$ cat src/source/uart_cmd_pkg.sv
package uart_cmd_pkg;

  // host command, bit 15 is the write flag
  typedef logic [15:0] cmd_t;

  // one byte carried in a serial frame
  typedef logic [7:0] uart_byte_t;

  // returned read word, bit 8 flags a parity error
  typedef logic [8:0] read_word_t;

  typedef enum logic [1:0] {
    idle,
    push_low,
    wait_resp
  } framer_state_e;

  // start, 8 data, parity, stop
  localparam int frame_bits = 11;

endpackage

$ cat src/source/uart_byte_fifo.sv
`timescale 1ns/1ps

module uart_byte_fifo #(
  parameter int fifo_depth = 8
) (
  input  logic                                clk,
  input  logic                                rst_n,
  input  logic                                push,
  input  uart_cmd_pkg::uart_byte_t            push_data,
  input  logic                                pop,
  output uart_cmd_pkg::uart_byte_t            pop_data,
  output logic                                empty,
  output logic [$clog2(fifo_depth + 1)-1:0]   fill_level
);

  localparam int addr_w = $clog2(fifo_depth);

  uart_cmd_pkg::uart_byte_t          mem [fifo_depth];
  logic [addr_w-1:0]                 wr_ptr;
  logic [addr_w-1:0]                 rd_ptr;
  logic [$clog2(fifo_depth + 1)-1:0] count;

  always_ff @(posedge clk) begin
    if (push) begin
      mem[wr_ptr] <= push_data;
    end
  end

  // depth is a power of two so the pointers wrap on their own
  always_ff @(posedge clk or negedge rst_n) begin
    if (!rst_n) begin
      wr_ptr <= '0;
      rd_ptr <= '0;
      count  <= '0;
    end else begin
      if (push) begin
        wr_ptr <= wr_ptr + 1'b1;
      end
      if (pop) begin
        rd_ptr <= rd_ptr + 1'b1;
      end
      case ({push, pop})
        2'b10:   count <= count + 1'b1;
        2'b01:   count <= count - 1'b1;
        default: count <= count;
      endcase
    end
  end

  assign pop_data   = mem[rd_ptr];
  assign empty      = (count == '0);
  assign fill_level = count;

  assert property (@(posedge clk) disable iff (!rst_n) pop |-> !empty);

  assert property (@(posedge clk) disable iff (!rst_n) push |-> (count != fifo_depth));

endmodule

$ cat src/source/uart_cmd_framer.sv
`timescale 1ns/1ps

module uart_cmd_framer #(
  parameter int fifo_depth = 8
) (
  input  logic                                clk,
  input  logic                                rst_n,
  input  uart_cmd_pkg::cmd_t                  cmd_in,
  input  logic                                cmd_vld,
  output logic                                cmd_rdy,
  output logic                                push,
  output uart_cmd_pkg::uart_byte_t            push_data,
  input  logic [$clog2(fifo_depth + 1)-1:0]   fill_level,
  input  logic                                frame_done,
  input  logic                                rx_valid
);

  uart_cmd_pkg::framer_state_e state;
  uart_cmd_pkg::framer_state_e state_nxt;
  uart_cmd_pkg::uart_byte_t    low_q;
  logic                        accept;
  logic                        room;
  logic                        sent_now;
  logic                        req_sent;
  logic                        resp_seen;

  // cmd_rdy is only ever high in idle
  assign accept = cmd_vld && cmd_rdy;

  assign push      = accept || (state == uart_cmd_pkg::push_low);
  assign push_data = (state == uart_cmd_pkg::push_low) ? low_q : cmd_in[15:8];

  // room for a full command once this cycle's push has landed
  assign room = (int'(fill_level) + int'(push)) <= (fifo_depth - 2);

  // read byte is the last one queued, so an empty FIFO at frame end means it left
  assign sent_now = frame_done && (fill_level == '0);

  always_comb begin
    state_nxt = state;
    case (state)
      uart_cmd_pkg::idle: begin
        if (accept) begin
          state_nxt = cmd_in[15] ? uart_cmd_pkg::push_low : uart_cmd_pkg::wait_resp;
        end
      end
      uart_cmd_pkg::push_low: begin
        state_nxt = uart_cmd_pkg::idle;
      end
      uart_cmd_pkg::wait_resp: begin
        if ((req_sent || sent_now) && (resp_seen || rx_valid)) begin
          state_nxt = uart_cmd_pkg::idle;
        end
      end
      default: begin
        state_nxt = uart_cmd_pkg::idle;
      end
    endcase
  end

  always_ff @(posedge clk or negedge rst_n) begin
    if (!rst_n) begin
      state     <= uart_cmd_pkg::idle;
      cmd_rdy   <= 1'b1;
      req_sent  <= 1'b0;
      resp_seen <= 1'b0;
    end else begin
      state   <= state_nxt;
      cmd_rdy <= (state_nxt == uart_cmd_pkg::idle) && room;
      if (accept) begin
        req_sent  <= 1'b0;
        resp_seen <= 1'b0;
      end else if (state == uart_cmd_pkg::wait_resp) begin
        if (sent_now) begin
          req_sent <= 1'b1;
        end
        if (rx_valid) begin
          resp_seen <= 1'b1;
        end
      end
    end
  end

  always_ff @(posedge clk) begin
    if (accept) begin
      low_q <= cmd_in[7:0];
    end
  end

  // room test must keep the FIFO from ever overflowing
  assert property (@(posedge clk) disable iff (!rst_n)
    !(push && (fill_level == fifo_depth)));

endmodule

$ cat src/source/uart_tx_serializer.sv
`timescale 1ns/1ps

module uart_tx_serializer #(
  parameter int clks_per_bit = 434
) (
  input  logic                     clk,
  input  logic                     rst_n,
  output logic                     pop,
  input  uart_cmd_pkg::uart_byte_t pop_data,
  input  logic                     empty,
  output logic                     tx,
  output logic                     frame_done
);

  localparam int cnt_w = $clog2(clks_per_bit);
  localparam int bit_w = $clog2(uart_cmd_pkg::frame_bits);

  localparam logic [cnt_w-1:0] tick_last = cnt_w'(clks_per_bit - 1);
  localparam logic [cnt_w-1:0] tick_prev = cnt_w'(clks_per_bit - 2);
  localparam logic [bit_w-1:0] stop_idx  = bit_w'(uart_cmd_pkg::frame_bits - 1);

  logic [uart_cmd_pkg::frame_bits-1:0] shreg;
  logic                                busy;
  logic [cnt_w-1:0]                    baud_cnt;
  logic [bit_w-1:0]                    bit_cnt;
  logic                                bit_end;
  logic                                frame_end;
  logic                                near_end;

  assign bit_end   = busy && (baud_cnt == tick_last);
  assign frame_end = bit_end && (bit_cnt == stop_idx);
  // last cycle of the stop bit starts on the next edge
  assign near_end  = busy && (bit_cnt == stop_idx) && (baud_cnt == tick_prev);

  // line follows the low end of the shift register
  assign tx = shreg[0];

  always_ff @(posedge clk or negedge rst_n) begin
    if (!rst_n) begin
      pop        <= 1'b0;
      frame_done <= 1'b0;
      busy       <= 1'b0;
      baud_cnt   <= '0;
      bit_cnt    <= '0;
      shreg      <= '1;
    end else begin
      // pop ahead of the frame end so frames run back to back
      pop        <= !pop && !empty && (!busy || near_end);
      frame_done <= near_end;
      if (pop) begin
        busy     <= 1'b1;
        baud_cnt <= '0;
        bit_cnt  <= '0;
        shreg    <= {1'b1, ~^pop_data, pop_data, 1'b0};
      end else if (frame_end) begin
        busy     <= 1'b0;
        baud_cnt <= '0;
      end else if (bit_end) begin
        baud_cnt <= '0;
        bit_cnt  <= bit_cnt + 1'b1;
        shreg    <= {1'b1, shreg[uart_cmd_pkg::frame_bits-1:1]};
      end else if (busy) begin
        baud_cnt <= baud_cnt + 1'b1;
      end
    end
  end

  // stop bit comes from the loaded frame, not the idle level
  assert property (@(posedge clk) disable iff (!rst_n)
    (busy && (bit_cnt == stop_idx)) |-> tx);

endmodule

$ cat src/source/uart_rx_deserializer.sv
`timescale 1ns/1ps

module uart_rx_deserializer #(
  parameter int clks_per_bit = 434,
  parameter bit check_parity = 1'b1
) (
  input  logic                     clk,
  input  logic                     rst_n,
  input  logic                     rx,
  output uart_cmd_pkg::read_word_t rx_word,
  output logic                     rx_valid
);

  localparam int cnt_w = $clog2(clks_per_bit);
  localparam int bit_w = $clog2(uart_cmd_pkg::frame_bits);

  localparam logic [cnt_w-1:0] tick_last = cnt_w'(clks_per_bit - 1);
  localparam logic [cnt_w-1:0] tick_half = cnt_w'(clks_per_bit / 2 - 1);
  localparam logic [bit_w-1:0] par_idx   = bit_w'(uart_cmd_pkg::frame_bits - 2);
  localparam logic [bit_w-1:0] stop_idx  = bit_w'(uart_cmd_pkg::frame_bits - 1);

  logic                     rx_meta;
  logic                     rx_sync;
  logic                     rx_prev;
  logic                     fall;
  logic                     active;
  logic                     sample;
  logic [cnt_w-1:0]         baud_cnt;
  logic [bit_w-1:0]         bit_idx;
  uart_cmd_pkg::uart_byte_t data_sr;
  logic                     par_bit;

  always_ff @(posedge clk or negedge rst_n) begin
    if (!rst_n) begin
      rx_meta <= 1'b1;
      rx_sync <= 1'b1;
      rx_prev <= 1'b1;
    end else begin
      rx_meta <= rx;
      rx_sync <= rx_meta;
      rx_prev <= rx_sync;
    end
  end

  assign fall = rx_prev && !rx_sync;

  // start bit checked at half a bit, the rest at full bit steps
  assign sample = active &&
                  ((bit_idx == '0) ? (baud_cnt == tick_half) : (baud_cnt == tick_last));

  always_ff @(posedge clk or negedge rst_n) begin
    if (!rst_n) begin
      active   <= 1'b0;
      baud_cnt <= '0;
      bit_idx  <= '0;
      rx_valid <= 1'b0;
    end else begin
      rx_valid <= 1'b0;
      if (!active) begin
        baud_cnt <= '0;
        bit_idx  <= '0;
        if (fall) begin
          active <= 1'b1;
        end
      end else if (sample) begin
        baud_cnt <= '0;
        bit_idx  <= bit_idx + 1'b1;
        // line back high at mid start, treat as a glitch
        if ((bit_idx == '0) && rx_sync) begin
          active <= 1'b0;
        end
        if (bit_idx == stop_idx) begin
          active   <= 1'b0;
          rx_valid <= 1'b1;
        end
      end else begin
        baud_cnt <= baud_cnt + 1'b1;
      end
    end
  end

  always_ff @(posedge clk) begin
    if (sample) begin
      if ((bit_idx != '0) && (bit_idx < par_idx)) begin
        data_sr <= {rx_sync, data_sr[7:1]};
      end
      if (bit_idx == par_idx) begin
        par_bit <= rx_sync;
      end
      // stop level is not checked
      if (bit_idx == stop_idx) begin
        rx_word <= {check_parity && !(^{data_sr, par_bit}), data_sr};
      end
    end
  end

  assert property (@(posedge clk) disable iff (!rst_n) rx_valid |=> !rx_valid);

endmodule

$ cat src/source/uart_cmd_bridge.sv
`timescale 1ns/1ps

module uart_cmd_bridge #(
  parameter int clk_freq_hz  = 50_000_000,
  parameter int baud_rate    = 115_200,
  parameter bit check_parity = 1'b1,
  parameter int fifo_depth   = 8
) (
  input  logic                     clk,
  input  logic                     rst_n,
  input  uart_cmd_pkg::cmd_t       cmd_in,
  input  logic                     cmd_vld,
  output logic                     cmd_rdy,
  input  logic                     rx,
  output logic                     tx,
  output uart_cmd_pkg::read_word_t read_data,
  output logic                     read_rdy
);

  // rounded to the nearest whole clock
  localparam int clks_per_bit = (clk_freq_hz + baud_rate / 2) / baud_rate;
  localparam int fill_w       = $clog2(fifo_depth + 1);

  logic                     push;
  uart_cmd_pkg::uart_byte_t push_data;
  logic                     pop;
  uart_cmd_pkg::uart_byte_t pop_data;
  logic                     empty;
  logic [fill_w-1:0]        fill_level;
  logic                     frame_done;

  uart_cmd_framer #(
    .fifo_depth (fifo_depth)
  ) i_framer (
    .clk        (clk),
    .rst_n      (rst_n),
    .cmd_in     (cmd_in),
    .cmd_vld    (cmd_vld),
    .cmd_rdy    (cmd_rdy),
    .push       (push),
    .push_data  (push_data),
    .fill_level (fill_level),
    .frame_done (frame_done),
    .rx_valid   (read_rdy)
  );

  uart_byte_fifo #(
    .fifo_depth (fifo_depth)
  ) i_fifo (
    .clk        (clk),
    .rst_n      (rst_n),
    .push       (push),
    .push_data  (push_data),
    .pop        (pop),
    .pop_data   (pop_data),
    .empty      (empty),
    .fill_level (fill_level)
  );

  uart_tx_serializer #(
    .clks_per_bit (clks_per_bit)
  ) i_tx (
    .clk        (clk),
    .rst_n      (rst_n),
    .pop        (pop),
    .pop_data   (pop_data),
    .empty      (empty),
    .tx         (tx),
    .frame_done (frame_done)
  );

  uart_rx_deserializer #(
    .clks_per_bit (clks_per_bit),
    .check_parity (check_parity)
  ) i_rx (
    .clk      (clk),
    .rst_n    (rst_n),
    .rx       (rx),
    .rx_word  (read_data),
    .rx_valid (read_rdy)
  );

endmodule

$ cat config.mk
export PLATFORM = sky130hd
export DESIGN_NAME = uart_cmd_bridge
export DESIGN_NICKNAME = d
export VERILOG_FILES = /design/src/source/uart_cmd_pkg.sv /design/src/source/uart_byte_fifo.sv /design/src/source/uart_cmd_framer.sv /design/src/source/uart_tx_serializer.sv /design/src/source/uart_rx_deserializer.sv /design/src/source/uart_cmd_bridge.sv
export SDC_FILE = /design/constraint.sdc
export NUM_CORES = 1
export LEC_CHECK = 0
export ABC_AREA = 1
export BUFFER_PORTS_ARGS = -buffer_cell sky130_fd_sc_hd__buf_2
export CAP_MARGIN = 20
export CORE_ASPECT_RATIO = 0.5
export CORE_MARGIN = 4
export CORE_UTILIZATION = 55
export CTS_CLUSTER_SIZE = 16
export DETAILED_ROUTE_END_ITERATION = 10
export HOLD_SLACK_MARGIN = 0.12
export PLACE_DENSITY = 0.72
export REMOVE_ABC_BUFFERS = 1
export SLEW_MARGIN = 30
export SYNTH_ARGS = -nofsm -noshare
export SYNTH_HDL_FRONTEND = slang
export SYNTH_SLANG_ARGS = --single-unit
$ cat constraint.sdc
create_clock -name clk -period 4.3 [get_ports clk]
set_clock_uncertainty 0.05 [all_clocks]
set_input_delay 0.215 -clock clk [delete_from_list [all_inputs] [get_ports clk]]
set_output_delay 0.215 -clock clk [all_outputs]
set_load 0.02 [all_outputs]
==> qor.yml, run 1 <==
status: "complete, no violations"
whs_path_depth: 3
tns_ns: 0
syn_area_sq_mm: 0.00701
synth.avg_cell_area_sq_um: 9.44
drt_iter0_markers: 339
ys_types: 35
crit_cells: 12
hold_viol: 0
synth_top_area_frac: 0.385
critPathMaxStageDelay_ns: 0.52
worst_slew_pin_slew_ns: 0.933
fin_cells: 967
port-buffer-count: 31
dpl.hpwl_mm: 9.00
worstReg2RegStart: "i_framer.cmd_rdy"
grt_max_degree: 60
dr.pass1.iters: 5
antenna_left: 0
cp_top_family: "adder cells"
synth_top_area_cell: "edfxtp_1"
seqCellArea_sq_mm: 0.00420
cts_resized: 0
fmax_mhz: 390
grt_remaining_overflow: 0
grt_pass1_vias: 4800
post-route-period-util: 0.596
cts_tree: "yes"
cp_slowest_cell: "dfstp_2"
crit_path_start_kind: "register"
crit_path_frequent_cell: "nor2_1"
area_delta_synth_final_pct: 13.2
drv_slew: 0
netlist_instances: 743
avgViaCountPerCell: 5.06
cts_setup_buffers: 0
critPathArrivalTime_ns: 2.82
cp.required_ns: 4.55
hp-class: "input pin to register"
synth-async-reset-ratio: 0.396
ir_drop_uv: 303
drc: 0
critPathBufInv: 1
slew_headroom: 0.376
pwr-share-comb: 0.045
p_leak_nw: 3.66
multi_input_area_sq_mm: 0.00220
p_int_w: 0.00242
final_nets: 827
worstSetupStartpoint: "i_framer.cmd_rdy"
setup_viol: 0
cts_buffer_depth: 2
max_cap_violations: 0
p_sw_w: 0.000743
antenna_found_initial: 0
die_h_microns: 87.8
path_max_fanout: 13
diodes: 0
synth-edff-count: 90
rsz0062_at_grt: "no"
reg2reg_depth: 12
grt_pass1_wl_mm: 23.2
path_cells: "nand2_1, inv_1, nor2_1, ha_1, ha_1, nand2_1, nor2_1, a211oi_1, nor2_1, nor2_1, nand2_1, xor2_1"
endpoint_kind: "register"
p_clk_frac: 0.453
power_switching_share: 0.235
yosysWarnings: 0
die_width_microns: 168
setup.worst_path.class: "register to register"
start_util: 0.579
core-area_sq_mm: 0.0121
cts-root-buf: "clkbuf_16"
die_area_sq_mm: 0.0147
powerDensity_mw_per_mm2: 398
wl_per_cell_microns: 14.5
cts_buffers: 17
num_vias: 4893
synth-main-ff-cell: "edfxtp_1"
hp-start: "cmd_in[9]"
drive_gt1_frac: 0.122
rr_endpoint: "i_fifo.fill_level[3]"
worstSkewPairLatency_ns: 0.42
dpl.cell_count: 924
htree_levels: 4
postCtsHoldBufs: 11
ys_seq_elements: 149
r2r_slack_ns: 1.74
fin_crit_ns: 2.56
clock-sinks: 149
synth_area_leaders: "edfxtp_1 39%, dfrtp_1 16%, nand2_1 11%, inv_1 6.5%, dfstp_2 5.2%"
ys_seq_area_frac: 0.598
seq_power_share: 0.503
grtUsageTotal: 0.202
routed_wl_mm: 14.0
n_fill_cell: 947
globalplace.congestion: 0.825
path_clk_slew_ns: 0.06
row_count: 28
io_pins: 32
min_to: "i_fifo.mem[3][1]"
-- cell usage in the layout (no fill, tap or decap), drive strengths merged --
cell,n
bufinv,1
dlygate4sd3,11
dfstp,14
nor4,1
buf,33
o21a,1
a221oi,1
inv,135
nand4,5
fa,1
o21ai,39
a211oi,3
nand3,66
o22ai,1
dfrtp,45
clkbuf,17
xnor2,5
nand2,216
clkinvlp,4
nor3,9
a31oi,1
o221ai,1
xor2,13
ha,17
nor2,44
a21oi,23
clkinv,4
a21o,1
edfxtp,90
-- sequential cells by signal, summed over array words and instances (netlist names), 3 cells and up --
| name | cells |
|---|---|
| i_rx.rx_word | 9 |
| i_fifo.wr_ptr | 3 |
| i_rx.data_sr | 8 |
| i_rx.baud_cnt | 9 |
| i_tx.shreg | 10 |
| i_tx.bit_cnt | 4 |
| i_fifo.rd_ptr | 3 |
| i_fifo.fill_level | 4 |
| i_rx.bit_idx | 4 |
| i_fifo.mem | 64 |
| i_tx.baud_cnt | 9 |
| i_framer.low_q | 8 |
-- how the worst max path moves through the flow --
stage                      endpoint  slack, ns
2_1_floorplan  i_fifo.fill_level[3]       1.91
3_3_place_gp       i_fifo.mem[7][6]       1.76
3_5_place_dp        i_rx.data_sr[2]       1.59
4_1_cts             i_rx.data_sr[1]       1.63
5_1_grt        i_fifo.fill_level[3]       1.44
6_report       i_fifo.fill_level[3]       1.74
-- worst reg2reg max path, stage by stage (launching register included) --
cell and delay [ns]:
dfstp_2 0.52, nand2_1 0.04, inv_1 0.33, nor2_1 0.19, ha_1 0.27, ha_1 0.33
nand2_1 0.08, nor2_1 0.04, a211oi_1 0.24, nor2_1 0.08, nor2_1 0.09, nand2_1 0.06
xor2_1 0.14
-- power groups by stage --
| stage | Combinational [W] | Sequential (W) | Clock [W] |
|---|---|---|---|
| finish | 0.000141 | 0.00159 | 0.00143 |
| global route | 0.000163 | 0.00159 | 0.00152 |
| CTS | 0.000141 | 0.00159 | 0.00144 |
| detailed placement | 0.000133 | 0.00161 | 0 |
| global placement | 0.000129 | 0.00161 | 0 |
| floorplan | 0.0000915 | 0.00161 | 0 |
-- synthesized netlist by cell type (all sizes together) (2+ instances only) --
master  count
edfxtp     90
a21oi      23
nand2     216
nand4       5
nor2       44
nor3        9
clkbuf      2
o21ai      39
dfstp      14
dfrtp      45
ha         17
xor2       13
inv       128
a211oi      3
xnor2       5
nand3      66
buf        15
-- stage by stage --
stage	power [W]	cell area, sq um	hold slack [ns]	setup WS [ns]	utilization
2_1_floorplan	0.00170	6870	-0.131	1.91	-
3_3_place_gp	0.00174	7250	0.271	1.76	0.598
3_5_place_dp	0.00175	7250	0.272	1.59	0.598
4_1_cts	0.00317	7930	0.193	1.63	0.654
5_1_grt	0.00327	7940	0.249	1.44	0.655
6_report	0.00316	7940	0.210	1.74	0.655
-- cells by family after synthesis --
kind of cell | after synthesis | synth area share
AND/OR/NAND/NOR | 341 | 0.202
flip-flops | 149 | 0.598
buffers and inverters | 146 | 0.0896
AO/OA/AOI/OAI | 71 | 0.0544
XOR/XNOR | 18 | 0.0225
adder cells (fa/ha/maj) | 18 | 0.0332
-- layout make-up --
type	count	share of cell area
flip-flops and latches	149	0.529
multi-input cells	448	0.277
clock buffers	17	0.0536
repair buffers	44	0.0353
well taps	165	0.0260
inverters	129	0.0615
clock inverters	15	0.0180
-- routing by layer --
layer / share of wire / global-route usage / vias to the layer above
li1: - / - / 2473
met1: 0.46 / 0.262 / 2283
met2: 0.48 / 0.347 / 121
met3: 0.044 / 0.0505 / 16
met4: 0.011 / 0.0604 / 0
met5: 0 / 0 / -
Note: power is estimated with default switching activity, not from simulation.
==> inputs of run 2 (changes only) <==
--- a/config.mk
+++ b/config.mk
@@ -14,7 +14,7 @@
 export CTS_CLUSTER_SIZE = 16
 export DETAILED_ROUTE_END_ITERATION = 10
 export HOLD_SLACK_MARGIN = 0.12
-export PLACE_DENSITY = 0.72
+export PLACE_DENSITY = 0.75
 export REMOVE_ABC_BUFFERS = 1
 export SLEW_MARGIN = 30
 export SYNTH_ARGS = -nofsm -noshare
==> constraint.sdc (replaced) <==
create_clock -name clk -period 2.3 [get_ports clk]
set_clock_uncertainty 0.05 [all_clocks]
set_input_delay 0.115 -clock clk [delete_from_list [all_inputs] [get_ports clk]]
set_output_delay 0.115 -clock clk [all_outputs]
set_load 0.02 [all_outputs]
==> qor.yml, run 2 (synthesis results as in run 1) <==
critPathArrivalTime_ns: 2.24  # -0.58 ns
path_clk_slew_ns: 0.06  # about the same
drt_iter0_markers: 328  # -3.2%
rsz0062_at_grt: "no"
drc: 0  # unchanged
dr.pass1.iters: 5  # unchanged
n_fill_cell: 898  # -5.2%
crit_path_frequent_cell: "nand3_1"
fin_crit_ns: 2.16  # -0.404 ns
layout_commonest_cell: "nand2_1"
row_count: 28  # unchanged
cp_top_family: "simple AND/OR/NAND/NOR gates"
worst_slew_pin_slew_ns: 0.586  # -0.347 ns
diodes: 0  # unchanged
antenna_left: 0  # unchanged
worst_hold_slack_ns: 0.155  # -0.0550 ns
slew_headroom: 0.609  # +0.234
core-area_sq_mm: 0.0121  # unchanged
io_pins: 32  # unchanged
cts_tree: "yes"
path_max_fanout: 8  # -5
cp_slowest_cell: "dfrtp_1"
area_delta_synth_final_pct: 15.8
reg2reg_depth: 8  # -4
ir_drop_uv: 512  # +69%
grt_remaining_overflow: 0  # unchanged
start_util: 0.579  # unchanged
antenna_found_initial: 0  # unchanged
r2r_slack_ns: 0.14  # -1.60 ns
globalplace.congestion: 0.869  # +5.3%
cts_buffers: 17  # unchanged
clock-sinks: 149  # unchanged
worstSkewPairLatency_ns: 0.42  # about the same
die_h_microns: 87.8  # unchanged
reg.largest.list: "i_fifo.mem: 64 flops, i_tx.shreg: 10 flops"
final_cell_mix: "211 x nand2_1, 122 x inv_1, 90 x edfxtp_1"
drv_slew: 0  # unchanged
grt_pass1_vias: 5052  # +5.3%
avgViaCountPerCell: 5.13  # +1.4%
endpoint_kind: "register"
port-buffer-count: 31  # unchanged
grt_max_degree: 36  # -40%
routed_wl_mm: 14.4  # +3.1%
cts_buffer_depth: 2  # unchanged
status: "complete, no violations"
drive_gt1_frac: 0.139  # +0.0165
regMostFlops: "i_fifo.mem"
powerDensity_mw_per_mm2: 734  # +84%
fmax_mhz: 463  # +19%
max_cap_violations: 0  # unchanged
die_width_microns: 168  # unchanged
num_vias: 5063  # +3.5%
critPathBufInv: 2  # +1
die_area_sq_mm: 0.0147  # unchanged
hold_viol: 0  # unchanged
fin_cells: 987  # +2.1%
final_nets: 847  # +2.4%
path_cells: "inv_1, ha_1, nand3_1, nand4_1, a21oi_1, nand3_1, nor3_1, buf_4"
setup.worst_path.class: "register to register"
htree_levels: 4  # unchanged
dpl.hpwl_mm: 9.07  # +0.84%
dpl.cell_count: 940  # +1.7%
wl_per_cell_microns: 14.6  # +1.1%
grt_pass1_wl_mm: 24.1  # +3.8%
cts-root-buf: "clkbuf_16"
post-route-period-util: 0.939  # +0.343
cts_setup_buffers: 0  # unchanged
setup_viol: 0  # unchanged
critPathMaxStageDelay_ns: 0.43  # -0.09 ns
crit_path_start_kind: "register"
largest_register_ff_count: 64  # unchanged
crit_cells: 8  # -4
cp.required_ns: 2.38  # -2.17 ns
p_leak_nw: 3.77  # +3.1%
hp-class: "input pin to asynchronous set/reset pin"
grtUsageTotal: 0.210  # +0.00711
run 2: changes by cell type in the layout (fill, tap and decap cells not counted), sizes merged:
cell and change:
buf +16, clkinvlp -2, dlygate4sd3 +4, inv +2
run 2: power breakdown:
| part | total, W | internal [W] | switching [W] | leakage, nW |
|---|---|---|---|---|
| sequential | 0.00297 | 0.00291 | 0.0000603 | 1.49 |
| combinational | 0.000267 | 0.000106 | 0.000161 | 2.00 |
| clock | 0.00273 | 0.00154 | 0.00119 | 0.283 |
run 2: layer usage:
layer / GRT usage / up-vias / part of all wire
met5: 0 / - / 0
met3: 0.0451 / 24 / 0.047
li1: - / 2516 / -
met4: 0.0810 / 0 / 0.016
met2: 0.376 / 124 / 0.50
met1: 0.255 / 2399 / 0.43
run 2: final timing paths:
path | start | to
min reg2reg | i_rx.rx_meta | i_rx.rx_sync
min in group clk | cmd_in[10] | i_fifo.mem[1][2]
max | i_rx.bit_idx[0] | i_rx.data_sr[7]
max in group asynchronous | rst_n | i_tx.shreg[9]
min | rst_n | i_rx.baud_cnt[4]
max reg2reg | i_rx.bit_idx[0] | i_rx.data_sr[7]
run 2: timing repair:
item | CTS | global route
gates resized for setup | 0 | 2
hold buffers | 15 | 0
setup endpoints to repair | 0 | 1
hold endpoints to repair | 83 | 0
run 2: cell type report:
class	count	area, sq um	area share
sequential	149	4200	0.517
multi-input combinational	448	2210	0.272
inverter	129	488	0.0601
timing repair buffer	64	440	0.0542
clock buffer	17	425	0.0524
tap	165	206	0.0254
clock inverter	15	160	0.0197
run 2: metrics by stage:
stage          worst slack, ns  area [sq um]  power, W  setup TNS, ns   util
6_report                 0.140          8120   0.00596              0  0.670
5_1_grt                 0.0103          8120   0.00621              0  0.670
4_1_cts                 0.0718          8110   0.00601              0  0.669
3_5_place_dp             0.114          7370   0.00327              0  0.608
3_3_place_gp             0.203          7370   0.00325              0  0.608
2_1_floorplan          -0.0895          6870   0.00317        -0.0895      -
==> inputs of run 3 (changes only) <==
--- a/config.mk
+++ b/config.mk
@@ -14,9 +14,10 @@
 export CTS_CLUSTER_SIZE = 16
 export DETAILED_ROUTE_END_ITERATION = 10
 export HOLD_SLACK_MARGIN = 0.12
-export PLACE_DENSITY = 0.75
+export PLACE_DENSITY_LB_ADDON = 0.3
 export REMOVE_ABC_BUFFERS = 1
 export SLEW_MARGIN = 30
 export SYNTH_ARGS = -nofsm -noshare
 export SYNTH_HDL_FRONTEND = slang
 export SYNTH_SLANG_ARGS = --single-unit
+export TNS_END_PERCENT = 5
==> qor.yml, run 3 (synthesis results as in run 1) <==
fmax_mhz: 471  # +1.7%
final_cell_area_sq_mm: 0.00816  # +0.48%
layout_commonest_cell: "nand2_1"
slew_headroom: 0.507  # -0.103
final_nets: 846  # -0.12%
port-buffer-count: 31  # unchanged
multi_input_area_sq_mm: 0.00220  # -0.23%
setup_ws_ns: 0.177  # +0.0370 ns
fin_crit_ns: 2.12  # -0.0370 ns
post-route-period-util: 0.923  # -0.0161
regMostFlops: "i_fifo.mem"
dr.pass1.iters: 6  # +1
hold_viol: 0  # unchanged
clock-sinks: 149  # unchanged
path_clk_slew_ns: 0.07  # about the same
whs_path_depth: 3
cp.required_ns: 2.55  # +0.17 ns
place_ws_ns: 0.134  # +0.0199 ns
drv_slew: 0  # unchanged
path_max_fanout: 4  # -4
reg.largest.list: "i_fifo.mem: 64 flops, i_tx.shreg: 10 flops"
cts_buffers: 17  # unchanged
antenna_found_initial: 0  # unchanged
start_util: 0.579  # unchanged
seqCellArea_sq_mm: 0.00420  # unchanged
dpl.hpwl_mm: 9.32  # +2.7%
worstSkewPairLatency_ns: 0.42  # about the same
die_area_sq_mm: 0.0147  # unchanged
p_leak_nw: 3.80  # +0.74%
setup.worst_path.class: "register to register"
drt_iter0_markers: 471  # +44%
cts-root-buf: "clkbuf_16"
final_util: 0.673  # +0.00320
max_cap_violations: 0  # unchanged
ir_drop_uv: 570  # +11%
rsz0062_at_grt: "yes"
setup_viol: 0  # unchanged
htree_levels: 4  # unchanged
grt_max_degree: 60  # +67%
drc: 0  # unchanged
die_width_microns: 168  # unchanged
drive_gt1_frac: 0.140  # +0.00139
row_count: 28  # unchanged
grt_pass1_wl_mm: 24.3  # +0.97%
grt_remaining_overflow: 0  # unchanged
avgViaCountPerCell: 5.17  # +0.75%
crit_path_start_kind: "register"
endpoint_kind: "register"
grtUsageTotal: 0.211  # +0.00130
largest_register_ff_count: 64  # unchanged
placedInstanceArea_sq_mm: 0.00737  # unchanged
power_w: 0.00623  # +4.5%
io_pins: 32  # unchanged
diodes: 0  # unchanged
fin_cells: 986  # -0.10%
cts_tree: "yes"
antenna_left: 0  # unchanged
core-area_sq_mm: 0.0121  # unchanged
cts_buffer_depth: 2  # unchanged
die_h_microns: 87.8  # unchanged
critPathArrivalTime_ns: 2.37  # +0.13 ns
hp-class: "input pin to register"
powerDensity_mw_per_mm2: 763  # +4.0%
dpl.cell_count: 940  # unchanged
area_delta_synth_final_pct: 16.4
globalplace.congestion: 0.860  # -1.0%
num_vias: 5096  # +0.65%
final_cell_mix: "211 x nand2_1, 122 x inv_1, 90 x edfxtp_1"
status: "complete, no violations"
n_fill_cell: 924  # +2.9%
reg2reg_depth: 12  # +4
worst_slew_pin_slew_ns: 0.740  # +0.154 ns
wl_per_cell_microns: 14.7  # +0.33%
grt_pass1_vias: 5041  # -0.22%
routed_wl_mm: 14.5  # +0.23%
==> run 3: cell types whose count changed in the layout (fill, tap and decap cells not counted), moves of 2 or more <==
cell	before	now
bufinv_16	1	3
inv_6	5	1
clkinvlp_4	2	0
inv_8	4	6
==> run 3: worst paths after layout <==
| path | start | to | slack, ns |
|---|---|---|---|
| worst max register to register | i_framer.cmd_rdy | i_fifo.fill_level[3] | 0.18 |
| min in group asynchronous | rst_n | i_rx.rx_valid | 0.33 |
| worst min-delay path | cmd_in[8] | i_fifo.mem[1][0] | 0.14 |
| worst max-delay path | i_framer.cmd_rdy | i_fifo.fill_level[3] | 0.18 |
| max in group asynchronous | rst_n | i_fifo.rd_ptr[0] | 1.38 |
| worst min register to register | i_rx.rx_meta | i_rx.rx_sync | 0.31 |
==> run 3: area by class of cell <==
type                    instances  share of cell area
repair buffers                 63              0.0527
flip-flops and latches        149               0.514
clock inverters                15              0.0262
well taps                     165              0.0253
clock buffers                  17              0.0521
inverters                     129              0.0598
multi-input cells             448               0.270
==> run 3: repair_timing <==
| item | in CTS | in global routing |
|---|---|---|
| gates resized for setup | 0 | 3 |
| setup endpoints to repair | 0 | 9 |
| buffers inserted | 0 | 0 |
| hold buffers | 14 | 0 |
| hold endpoints to repair | 70 | 0 |
==> run 3: per-stage QoR <==
step	hold WS (ns)	TNS, ns
2_1_floorplan	-0.231	-0.0895
3_3_place_gp	0.171	0
3_5_place_dp	0.172	0
4_1_cts	0.120	0
5_1_grt	0.170	-0.0399
6_report	0.143	0
==> run 3: routing by layer <==
| metal | share of wire | up-vias | routed length, microns | global-route usage |
|---|---|---|---|---|
| li1 | - | 2513 | - | - |
| met1 | 0.43 | 2431 | 6230 | 0.261 |
| met2 | 0.51 | 133 | 7320 | 0.376 |
| met3 | 0.052 | 19 | 749 | 0.0518 |
| met4 | 0.012 | 0 | 167 | 0.0655 |
| met5 | 0 | - | 0 | 0 |
==> run 3: power by group <==
part           switching (W)  internal [W]  total (W)
clock network        0.00122       0.00177    0.00299
logic               0.000166      0.000104   0.000270
registers          0.0000625       0.00291    0.00297
==> run 3: critical path, stage by stage, from the launching register on <==
cell	delay [ns]
dfstp_2	0.52
nand2_1	0.04
inv_1	0.08
nor2_2	0.06
ha_1	0.23
ha_1	0.33
nand2_1	0.08
nor2_1	0.04
a211oi_2	0.18
nor2_1	0.06
nor2_1	0.09
nand2_1	0.08
xor2_1	0.14
